<file path="src/source/graphPkg.sv">
package graphPkg;

    // 7-cube, one bit per vertex.
    localparam int DIMENSIONS = 7;
    localparam int GRAPH_BITS = 1 << DIMENSIONS;

    typedef logic [GRAPH_BITS-1:0] graphT;

    // every vertex that sits one bit flip away from some vertex of the set.
    function automatic graphT neighborMask(input graphT vertices);
        graphT result;
        result = '0;
        for (int d = 0; d < DIMENSIONS; d++) begin
            for (int v = 0; v < GRAPH_BITS; v++) begin
                result[v ^ (1 << d)] |= vertices[v];
            end
        end
        return result;
    endfunction

endpackage

</file>
<file path="src/source/pcoeffPkg.sv">
package pcoeffPkg;

    // an independent set of the 7-cube has at most 64 vertices,
    // so components plus singletons never exceed 64.
    localparam int COUNT_WIDTH = 7;

    typedef logic [COUNT_WIDTH-1:0] countT;

    localparam int PCOEFF_BITS = 65; // holds 2**64.

    typedef logic [PCOEFF_BITS-1:0] pcoeffT;

endpackage

</file>
<file path="src/source/graphStreamIf.sv">
`timescale 1ns/1ps

// one graph item on its way to the component counter.
interface graphItemIf;
    import graphPkg::*;
    import pcoeffPkg::*;

    logic valid; // one-cycle strobe per item.
    graphT graph;
    logic last;
    countT singletonCount;

    modport source (
        output valid,
        output graph,
        output last,
        output singletonCount
    );

    modport sink (
        input valid,
        input graph,
        input last,
        input singletonCount
    );
endinterface

// finished component count, with the item's side data.
interface componentResultIf;
    import pcoeffPkg::*;

    logic valid;
    countT componentCount;
    logic last;
    countT singletonCount;

    modport source (
        output valid,
        output componentCount,
        output last,
        output singletonCount
    );

    modport sink (
        input valid,
        input componentCount,
        input last,
        input singletonCount
    );
endinterface

</file>
<file path="src/source/leafElimination.sv">
`timescale 1ns/1ps

module leafElimination (
    input graphPkg::graphT graphIn,
    output graphPkg::graphT graphOut
);
    import graphPkg::*;

    graphT leaves;

    // a leaf hangs below its only neighbor. that neighbor then has a higher
    // neighbor itself, so it is never removed in the same pass.
    always_comb begin
        logic [2:0] lowerCount;
        logic [2:0] upperCount;
        leaves = '0;
        lowerCount = '0;
        upperCount = '0;
        for (int v = 0; v < GRAPH_BITS; v++) begin
            lowerCount = '0;
            upperCount = '0;
            for (int d = 0; d < DIMENSIONS; d++) begin
                if (graphIn[v ^ (1 << d)]) begin
                    if (((v >> d) & 1) == 1) begin
                        lowerCount = lowerCount + 3'd1; // neighbor has bit d cleared.
                    end else begin
                        upperCount = upperCount + 3'd1;
                    end
                end
            end
            leaves[v] = graphIn[v] && (lowerCount == 3'd1) && (upperCount == 3'd0);
        end
    end

    assign graphOut = graphIn & ~leaves;

endmodule

</file>
<file path="src/source/singletonElimination.sv">
`timescale 1ns/1ps

module singletonElimination (
    input logic clk,
    input logic reset,
    input graphPkg::graphT graphIn,
    input logic validIn,
    input logic lastIn,
    graphItemIf.source out
);
    import graphPkg::*;
    import pcoeffPkg::*;

    graphT isolated;
    countT isolatedCount;

    assign isolated = graphIn & ~neighborMask(graphIn); // no set neighbor at all.

    always_comb begin
        isolatedCount = '0;
        for (int v = 0; v < GRAPH_BITS; v++) begin
            isolatedCount = isolatedCount + countT'(isolated[v]);
        end
    end

    always_ff @(posedge clk) begin
        if (reset) begin
            out.valid <= 1'b0;
        end else begin
            out.valid <= validIn;
        end
    end

    always_ff @(posedge clk) begin
        out.graph <= graphIn & ~isolated;
        out.singletonCount <= isolatedCount;
        out.last <= lastIn;
    end

endmodule

</file>
<file path="src/source/graphFifo.sv">
`timescale 1ns/1ps

module graphFifo #(
    parameter int FIFO_DEPTH = 8
) (
    input logic clk,
    input logic reset,
    graphItemIf.sink in,
    graphItemIf.source out,
    input logic pop,
    output logic almostFull
);
    import graphPkg::*;
    import pcoeffPkg::*;

    localparam int PTR_BITS = $clog2(FIFO_DEPTH);
    localparam logic [PTR_BITS:0] FULL_LEVEL = (PTR_BITS + 1)'(FIFO_DEPTH);
    localparam logic [PTR_BITS:0] ALMOST_FULL_LEVEL = (PTR_BITS + 1)'(FIFO_DEPTH - 3);

    graphT graphMem [FIFO_DEPTH];
    logic lastMem [FIFO_DEPTH];
    countT singletonMem [FIFO_DEPTH];

    logic [PTR_BITS-1:0] wrPtr;
    logic [PTR_BITS-1:0] rdPtr;
    logic [PTR_BITS:0] occupancy;
    logic full;
    logic empty;
    logic doWrite;
    logic doPop;

    assign full = (occupancy == FULL_LEVEL);
    assign empty = (occupancy == '0);
    assign doWrite = in.valid && !full;
    assign doPop = pop && !empty;
    assign almostFull = (occupancy >= ALMOST_FULL_LEVEL); // room for the input stages.

    always_ff @(posedge clk) begin
        if (reset) begin
            wrPtr <= '0;
            rdPtr <= '0;
            occupancy <= '0;
        end else begin
            if (doWrite) wrPtr <= wrPtr + 1'b1; // depth is a power of two, pointers wrap.
            if (doPop) rdPtr <= rdPtr + 1'b1;
            case ({doWrite, doPop})
                2'b10: occupancy <= occupancy + 1'b1;
                2'b01: occupancy <= occupancy - 1'b1;
                default: occupancy <= occupancy;
            endcase
        end
    end

    always_ff @(posedge clk) begin
        if (doWrite) begin
            graphMem[wrPtr] <= in.graph;
            lastMem[wrPtr] <= in.last;
            singletonMem[wrPtr] <= in.singletonCount;
        end
    end

    // head is visible without a read cycle.
    assign out.valid = !empty;
    assign out.graph = graphMem[rdPtr];
    assign out.last = lastMem[rdPtr];
    assign out.singletonCount = singletonMem[rdPtr];

endmodule

</file>
<file path="src/source/componentCounter.sv">
`timescale 1ns/1ps

module componentCounter (
    input logic clk,
    input logic reset,
    input logic freezeCore,
    graphItemIf.sink in,
    input logic load,
    output logic idle,
    componentResultIf.source result
);
    import graphPkg::*;
    import pcoeffPkg::*;

    logic busy;
    logic resultValid;
    logic doLoad;
    logic advance;
    graphT remaining; // vertices not yet assigned to a component.
    graphT region; // component being flooded.
    graphT grown;
    graphT leftover;
    countT components;
    countT singletons;
    logic lastFlag;

    assign doLoad = !busy && load && in.valid;
    assign advance = busy && !freezeCore;

    // one flood step, kept inside the remaining set.
    assign grown = (region | neighborMask(region)) & remaining;
    assign leftover = remaining & ~region;

    assign idle = !busy;

    always_ff @(posedge clk) begin
        if (reset) begin
            busy <= 1'b0;
            resultValid <= 1'b0;
        end else begin
            resultValid <= 1'b0;
            if (doLoad) begin
                busy <= 1'b1;
            end else if (advance && (remaining == '0)) begin
                busy <= 1'b0;
                resultValid <= 1'b1; // single-cycle strobe.
            end
        end
    end

    always_ff @(posedge clk) begin
        if (doLoad) begin
            remaining <= in.graph;
            region <= in.graph & (~in.graph + 1'b1); // seed with the lowest vertex.
            components <= '0;
            singletons <= in.singletonCount;
            lastFlag <= in.last;
        end else if (advance && (remaining != '0)) begin
            if (grown == region) begin
                // region is closed, retire it and reseed.
                remaining <= leftover;
                region <= leftover & (~leftover + 1'b1);
                components <= components + 1'b1;
            end else begin
                region <= grown;
            end
        end
    end

    assign result.valid = resultValid;
    assign result.componentCount = components;
    assign result.last = lastFlag;
    assign result.singletonCount = singletons;

endmodule

</file>
<file path="src/source/aggregatingPipeline.sv">
`timescale 1ns/1ps

module aggregatingPipeline #(
    parameter int ITEM_COUNT_BITS = 16,
    parameter int FIFO_DEPTH = 8
) (
    input logic clk,
    input logic reset,
    input logic accumulatorClear,
    input logic botValid,
    input graphPkg::graphT bot,
    input graphPkg::graphT sharedTop,
    input logic lastBotOfBatch,
    input logic freezeCore,
    output logic almostFull,
    output logic batchValid,
    output logic [ITEM_COUNT_BITS+pcoeffPkg::PCOEFF_BITS-1:0] pcoeffSum,
    output logic [ITEM_COUNT_BITS-1:0] pcoeffCount
);
    import graphPkg::*;
    import pcoeffPkg::*;

    localparam int SUM_BITS = ITEM_COUNT_BITS + PCOEFF_BITS;

    graphT graphD;
    logic validD;
    logic lastD;
    graphT leafGraph;
    graphT leafGraphDD;
    logic validDD;
    logic lastDD;

    logic counterIdle;
    logic pop;

    logic [COUNT_WIDTH:0] exponent;
    pcoeffT pcoeff;
    logic [SUM_BITS-1:0] pcoeffWide;
    logic [SUM_BITS-1:0] sumAcc;
    logic [ITEM_COUNT_BITS-1:0] countAcc;

    graphItemIf stagedItem ();
    graphItemIf headItem ();
    componentResultIf componentResult ();

    always_ff @(posedge clk) begin
        graphD <= sharedTop & ~bot;
        lastD <= lastBotOfBatch;
        leafGraphDD <= leafGraph;
        lastDD <= lastD;
    end

    always_ff @(posedge clk) begin
        if (reset) begin
            validD <= 1'b0;
            validDD <= 1'b0;
        end else begin
            validD <= botValid;
            validDD <= validD;
        end
    end

    leafElimination leafStage (.graphIn(graphD), .graphOut(leafGraph));

    singletonElimination singletonStage (
        .clk(clk),
        .reset(reset),
        .graphIn(leafGraphDD),
        .validIn(validDD),
        .lastIn(lastDD),
        .out(stagedItem.source)
    );

    graphFifo #(.FIFO_DEPTH(FIFO_DEPTH)) itemFifo (
        .clk(clk),
        .reset(reset),
        .in(stagedItem.sink),
        .out(headItem.source),
        .pop(pop),
        .almostFull(almostFull)
    );

    assign pop = counterIdle && !freezeCore; // fifo ignores pop while empty.

    componentCounter counter (
        .clk(clk),
        .reset(reset),
        .freezeCore(freezeCore),
        .in(headItem.sink),
        .load(pop),
        .idle(counterIdle),
        .result(componentResult.source)
    );

    // coefficient is 2**(components + singletons).
    assign exponent = componentResult.componentCount + componentResult.singletonCount;
    assign pcoeff = pcoeffT'(1) << exponent;
    assign pcoeffWide = {{ITEM_COUNT_BITS{1'b0}}, pcoeff};

    always_ff @(posedge clk) begin
        if (reset) begin
            sumAcc <= '0;
            countAcc <= '0;
            batchValid <= 1'b0;
        end else begin
            batchValid <= componentResult.valid && componentResult.last;
            if (accumulatorClear || (componentResult.valid && componentResult.last)) begin
                sumAcc <= '0; // fresh batch.
                countAcc <= '0;
            end else if (componentResult.valid) begin
                sumAcc <= sumAcc + pcoeffWide;
                countAcc <= countAcc + 1'b1;
            end
        end
    end

    // batch totals include the closing item.
    always_ff @(posedge clk) begin
        if (componentResult.valid && componentResult.last) begin
            pcoeffSum <= sumAcc + pcoeffWide;
            pcoeffCount <= countAcc + 1'b1;
        end
    end

endmodule

</file>
<file path="config.mk">
export PLATFORM = sky130hd
export DESIGN_NAME = aggregatingPipeline
export DESIGN_NICKNAME = d
export VERILOG_FILES = /design/src/source/graphPkg.sv /design/src/source/pcoeffPkg.sv /design/src/source/graphStreamIf.sv /design/src/source/leafElimination.sv /design/src/source/singletonElimination.sv /design/src/source/graphFifo.sv /design/src/source/componentCounter.sv /design/src/source/aggregatingPipeline.sv
export SDC_FILE = /design/constraint.sdc
export NUM_CORES = 2
export LEC_CHECK = 0
export BUFFER_PORTS_ARGS = -buffer_cell sky130_fd_sc_hd__buf_2
export CAP_MARGIN = 15
export CELL_PAD_IN_SITES_DETAIL_PLACEMENT = 0
export CELL_PAD_IN_SITES_GLOBAL_PLACEMENT = 1
export CORE_UTILIZATION = 50
export CTS_CLUSTER_DIAMETER = 200
export DETAILED_ROUTE_END_ITERATION = 16
export PLACE_DENSITY = 0.83
export SLEW_MARGIN = 20
export SYNTH_ARGS = -nofsm -noshare
export SYNTH_HDL_FRONTEND = slang
export SYNTH_SLANG_ARGS = --single-unit
export TNS_END_PERCENT = 1
</file>
<file path="constraint.sdc">
create_clock -name clk -period 15.9 [get_ports clk]
set_input_delay 3.18 -clock clk [delete_from_list [all_inputs] [get_ports clk]]
set_output_delay 3.18 -clock clk [all_outputs]
set_load 0.05 [all_outputs]
</file>
# Word-level counts from Yosys, hierarchy flattened
# Memories as Yosys holds them, arrays and structs flattened. A register that Yosys moved wholly into a read port is not among the register bits.
# Index checks and enable logic that the tools add are counted.
# classes
eq_ne	125
n_reduce_logical	398
n_bitwise	1424
mux	777
add_sub_neg	659
shifts	1
magnitude_cmp	1
# op_table
operator	n
3-bit two-way mux	638
1-bit OR	1408
3-bit by 1-bit adder with 3-bit output (second input constant)	399
128-bit bitwise AND	8
128-bit inverter	7
7-bit by 1-bit adder with 7-bit output	126
128-bit two-way mux	6
3-bit by 1-bit equality test with 1-bit output (second input constant)	120
3-bit logical NOT	120
1-bit logical AND	262
128-bit by 1-bit adder with 128-bit output (second input constant)	2
1-bit by 1-bit adder with 2-bit output (second input constant)	125
1-bit two-way mux	132
128-bit equality test	1
128-bit logical NOT	1
128-bit OR	1
128-bit nonzero test	1
81-bit by 65-bit adder with 81-bit output	1
1-bit by 8-bit left shift with 65-bit output (first input constant)	1
16-bit by 1-bit adder with 16-bit output (second input constant)	1
7-bit by 7-bit adder with 8-bit output	1
4-bit case mux with 2 select lines	1
2-bit nonzero test	4
7-bit by 1-bit adder with 7-bit output (second input constant)	1
13 further kinds	18
# word_totals
register_bits	867
word_cells	3411
ram_bits	1088
mem_count	3
output_inout_bits	99
# mem_list
memory	depth	width	rd	rd_ports_with_merged_regs	wr	line	text
itemFifo.graphMem	8	128	1	1	1	graphFifo.sv:20	graphT graphMem [FIFO_DEPTH];
itemFifo.singletonMem	8	7	1	1	1	graphFifo.sv:22	countT singletonMem [FIFO_DEPTH];
itemFifo.lastMem	8	1	1	1	1	graphFifo.sv:21	logic lastMem [FIFO_DEPTH];

# Depth between registers and ports, before layout
# logic_depth
ltp_word	135
ltp_mapped	28

# By module
# A second synthesis with hierarchy kept.
# hier_totals
cells_unflattened	9907
area_unflattened_um2	109958.0
# modules_own_cells
module	seq_area_each_um2	n_inst	cells_per_inst	area_per_inst_um2
graphFifo	32931.6	1	1648	41382.2
componentCounter	8107.8	1	2582	20908.8
leafElimination	0.0	1	2797	20129.3
aggregatingPipeline	10079.7	1	1764	18131.1
singletonElimination	2742.6	1	1116	9406.5

# Worst setup path after synthesis
# No wires, ideal clock.
# synth_timing
kind	register -> register
startpoint	register itemFifo.occupancy[0]
endpoint	memory itemFifo.graphMem[0][0] (netlist name), enable pin
synth_period_minus_slack_ps	14681
setup_ps	964
path_slack_ps	1219
stages_incl_launch_ff	7
path_buffers	1
t_arrival_ps	13716
path_cell_list	dfxtp_1 > nor3_1 > nand2_1 > and2_1 > clkbuf_1 > inv_1 > nor4_1
# synth_via
elab_chain_len	5
# synth_lines
element	line	text
start: declaration	graphFifo.sv:26	logic [PTR_BITS:0] occupancy;
start signal: assignment	graphFifo.sv:47	2'b10: occupancy <= occupancy + 1'b1;
start signal: assignment	graphFifo.sv:48	2'b01: occupancy <= occupancy - 1'b1;
start signal: assignment	graphFifo.sv:49	default: occupancy <= occupancy;
4-bit equality test	graphFifo.sv:32	assign full = (occupancy == FULL_LEVEL);
1-bit logical NOT	graphFifo.sv:34	assign doWrite = in.valid && !full;
1-bit logical AND	graphFifo.sv:34	
1-bit two-way mux	graphFifo.sv:55	if (doWrite) begin
1-bit two-way mux (implied by the code)	graphFifo.sv:56	graphMem[wrPtr] <= in.graph;
end: declaration	graphFifo.sv:20	
# No other way between the ends.

# Worst setup path after layout
# layout_timing
startpoint	register leafGraphDD[68]
endpoint	register singletonStage.out.singletonCount[6]
# layout_via
elab_chain_len	127
# layout_lines
element	line	text
start: declaration	aggregatingPipeline.sv:29	graphT leafGraphDD;
start signal: assignment	aggregatingPipeline.sv:49	leafGraphDD <= leafGraph;
1-bit OR	graphPkg.sv:15	result[v ^ (1 << d)] |= vertices[v];
128-bit inverter	singletonElimination.sv:17	assign isolated = graphIn & ~neighborMask(graphIn);
128-bit bitwise AND *	singletonElimination.sv:17	
7-bit by 1-bit adder with 7-bit output (96 in series)	singletonElimination.sv:22	isolatedCount = isolatedCount + countT'(isolated[v]);
7-bit by 1-bit adder with 7-bit output * (28 in series)	singletonElimination.sv:22	
net singletonStage.isolatedCount[6]	singletonElimination.sv:15	countT isolatedCount;
end signal: assignment	singletonElimination.sv:36	out.singletonCount <= isolatedCount;
end: declaration	graphStreamIf.sv:17	output singletonCount
# Mark *: on every way through the listed nets, which the timed path passes. The rest lies on a longest branch.
# A chain may end at the register's enable or synchronous reset.

==> out/qor.yml <==
power.switching_mw: 4.62
max_freq_mhz: 113
combPwrFrac_pct: 20.6
synth_edf_count: 1449
tritoncts.num_buffers: 199
rows: 170
cp_cell_sequence: "nor4_1 > and3_1 > fa_1 > fa_1 > inv_1 > fa_1 > fa_1 > fa_1 > inv_1 > fa_1 > fa_1 > fa_1 > inv_1 > fa_1 > inv_1 > fa_1 > fa_1 > fa_1 > a21oi_1 > nor2_1 > nor2_1 > o21bai_1 > a21oi_1 > xnor2_1"
setup_violations: 0
grt_max_degree: 109
cp_max_fo: 7
slew_violations: 0
period_share_pct: 55.8
cp.required_ps: 16700
start_util_pct: 50.4
syn-num-nets: 10831
detail_route.wl_per_cell_um: 35.8
cts_setup_buffers: 0
ir_worst_vdd_mv: 0.126
drive_above_1_share_pct: 13.5
core_area_mm2: 0.215
crit_type: "reg2reg"
tightestPinTransition_ps: 1370
die_w_um: 467
cpLargestDelayFamily: "adder cells"
hold_class: "reg2reg"
cts_tree: "built"
pwr-share-clk_pct: 35.6
grt-ovfl-total: 0
crit_top_cell: "fa_1"
p_leak_nw: 45.2
relSlewSlack_pct: 8.41
cts.path.max_buffers: 3
hold_viol: 0
drc_errors: 0
grt_pass1_wl_um: 646000
grt_pass1_vias: 81940
track_usage_pct: 42.7
ys_seq_area_share_pct: 49.8
dp.final_hpwl_um: 356000
drt-total-wl_um: 471000
status: "completed"
fin_util_pct: 56.2
yosysWarningCount: 0
boundaryPins: 361
fin_crit_ps: 8880
syn-instance-count: 9812
crit_path_end_kind: "register"
die_area_mm2: 0.218
drt_pass1_iterations: 7
ys_seq_elements: 1966
cts_hold_buf: 0
nNetsFinal: 11120
antenna_found_initial: 42
power_mw: 14.4
skew_ps: 74.8
pwr_density_cell_mw_per_mm2: 119
vias: 86485
netlist_area_mm2: 0.108
clk_pin_slew_ps: 60
cts_resized: 0
slowest_delay_ps: 910
switching_share_pct: 32.2
yosysUniqueCellTypes: 98
area.growth.synth_to_final_pct: 11.7
routed_via_density: 6.58
p_seq_share_pct: 43.8
avgSynthCellArea_um2: 11.0
routabilityCongestion: 1.15
cp.arrival_ps: 9680
drt-initial-drc-count: 11111
ant_nets: 0
cp.buffers_inverters: 4
async_reset_ff_share_pct: 0
clock_sinks: 1966
htreeDepth: 4
synth-main-ff-cell: "edfxtp_1"
fin_cells: 13149
cpMaxStageDelayCell: "nor4_1"
intPower_mw: 9.73
tns_ps: 0
cp-start-kind: "register"
post-place-cells: 12731
root_buffer: "clkbuf_16"
cap_violations: 0
rsz0062_at_grt: "false"
io_buffers: 360
die_height_um: 467
clk_latency_ps: 910
## flip-flops by register name (all words and copies together), names as in the netlist, 3 cells and up, named ones only
| register | count |
|---|---|
| counter.result.componentCount | 7 |
| leafGraphDD | 128 |
| counter.result.singletonCount | 7 |
| itemFifo.singletonMem | 56 |
| sumAcc | 81 |
| itemFifo.wrPtr | 3 |
| singletonStage.out.graph | 128 |
| pcoeffCount | 16 |
| pcoeffSum | 81 |
| itemFifo.lastMem | 8 |
| graphD | 128 |
| itemFifo.occupancy | 4 |
| counter.remaining | 128 |
| itemFifo.graphMem | 1024 |
| counter.region | 128 |
| itemFifo.rdPtr | 3 |
| countAcc | 16 |
| singletonStage.out.singletonCount | 7 |
## cell type report
cell class                 count  area [um2]
sequential                  1966       53900
tap                         2838        3550
antenna                       31        77.6
clock inverter               117        1720
inverter                     578        2180
fill                       17704       94000
timing repair buffer         585        3550
multi-input combinational   6771       50400
clock buffer                 263        5530
## power by group through the flow
stage	sequential [mW]	clock, mW	combinational [mW]
final	6.29	5.11	2.95
after global routing	6.28	5.33	3.14
after CTS	6.26	5.15	2.85
after detailed placement	6.37	0	2.83
after global placement	6.36	0	2.80
after floorplan	6.03	0	1.88
## through the flow
step                      instance area (um2)  setup slack, ps  hold slack (ps)
final                                  121000             7020              342
after CTS                              121000             7000              342
after detailed placement               113000             7060              323
after global placement                 113000             6950              316
after floorplan                        108000             1220              310
after global routing                   121000             6860              343
## cells in the final DEF (no fill, tap or decap), types with 153 or more instances in the layout
| cell | count |
|---|---|
| a21oi_1 | 350 |
| a31oi_1 | 265 |
| buf_2 | 360 |
| buf_4 | 215 |
| clkbuf_16 | 204 |
| dfxtp_1 | 513 |
| edfxtp_1 | 1449 |
| ha_1 | 639 |
| inv_1 | 559 |
| mux4_2 | 269 |
| nand2_1 | 774 |
| nand2b_1 | 170 |
| nand3_1 | 415 |
| nand4_1 | 153 |
| nor2_1 | 860 |
| nor2b_1 | 186 |
| nor3_1 | 477 |
| o21ai_0 | 279 |
| xnor2_1 | 275 |
| xor2_1 | 252 |
## layer usage
metal | GRT usage (%) | part of all wire (%)
met5 | 0 | 0.023
met3 | 10.5 | 9.4
met1 | 51.2 | 36
met4 | 32.6 | 9.3
met2 | 66.3 | 45
## worst register-to-register path, cell delays in order, from the launching register on
cell,delay [ps]
dfxtp_1,500
nor4_1,910
and3_1,340
fa_1,450
fa_1,520
inv_1,60
fa_1,520
fa_1,590
fa_1,530
inv_1,60
fa_1,520
fa_1,450
fa_1,550
inv_1,60
fa_1,530
inv_1,60
fa_1,500
fa_1,480
fa_1,420
a21oi_1,160
nor2_1,60
nor2_1,140
o21bai_1,90
a21oi_1,170
xnor2_1,140
## cells in the mapped netlist, types with 186 or more instances
library cell,instances,share of area (%)
a21oi_1,353,1.6
a31oi_1,278,1.6
clkbuf_1,394,1.4
dfxtp_1,517,9.6
edfxtp_1,1449,40
ha_1,639,7.4
inv_1,560,1.9
mux4_2,269,5.6
nand2_1,774,2.7
nand3_1,416,1.9
nor2_1,867,3.0
nor2b_1,186,1.1
nor3_1,484,2.2
o21ai_0,280,1.3
xnor2_1,275,2.2
xor2_1,252,2.0
## final timing paths
| check | slack, ps | start | cells after the start | end |
|---|---|---|---|---|
| worst max-delay path | 7020 | leafGraphDD[68]$_DFF_P_ | 24 | singletonStage.out.singletonCount[6]$_DFF_P_ |
| worst min-delay path | 340 | lastDD$_DFF_P_ | 0 | singletonStage.out.last$_DFF_P_ |
| worst min register to register | 340 | lastDD$_DFF_P_ | 0 | singletonStage.out.last$_DFF_P_ |
| worst max register to register | 7020 | leafGraphDD[68]$_DFF_P_ | 24 | singletonStage.out.singletonCount[6]$_DFF_P_ |
## kinds of logic after synthesis
group	share of synthesized area (%)
and+or+nand+nor	15.9
xor gates and xnor gates	4.27
buffers and inverters	3.89
AOI/OAI and AO/OA	8.68
muxes	7.95
DFF	49.8
adders and majority gates	9.57
No activity file was read; power rests on OpenSTA's default activity.
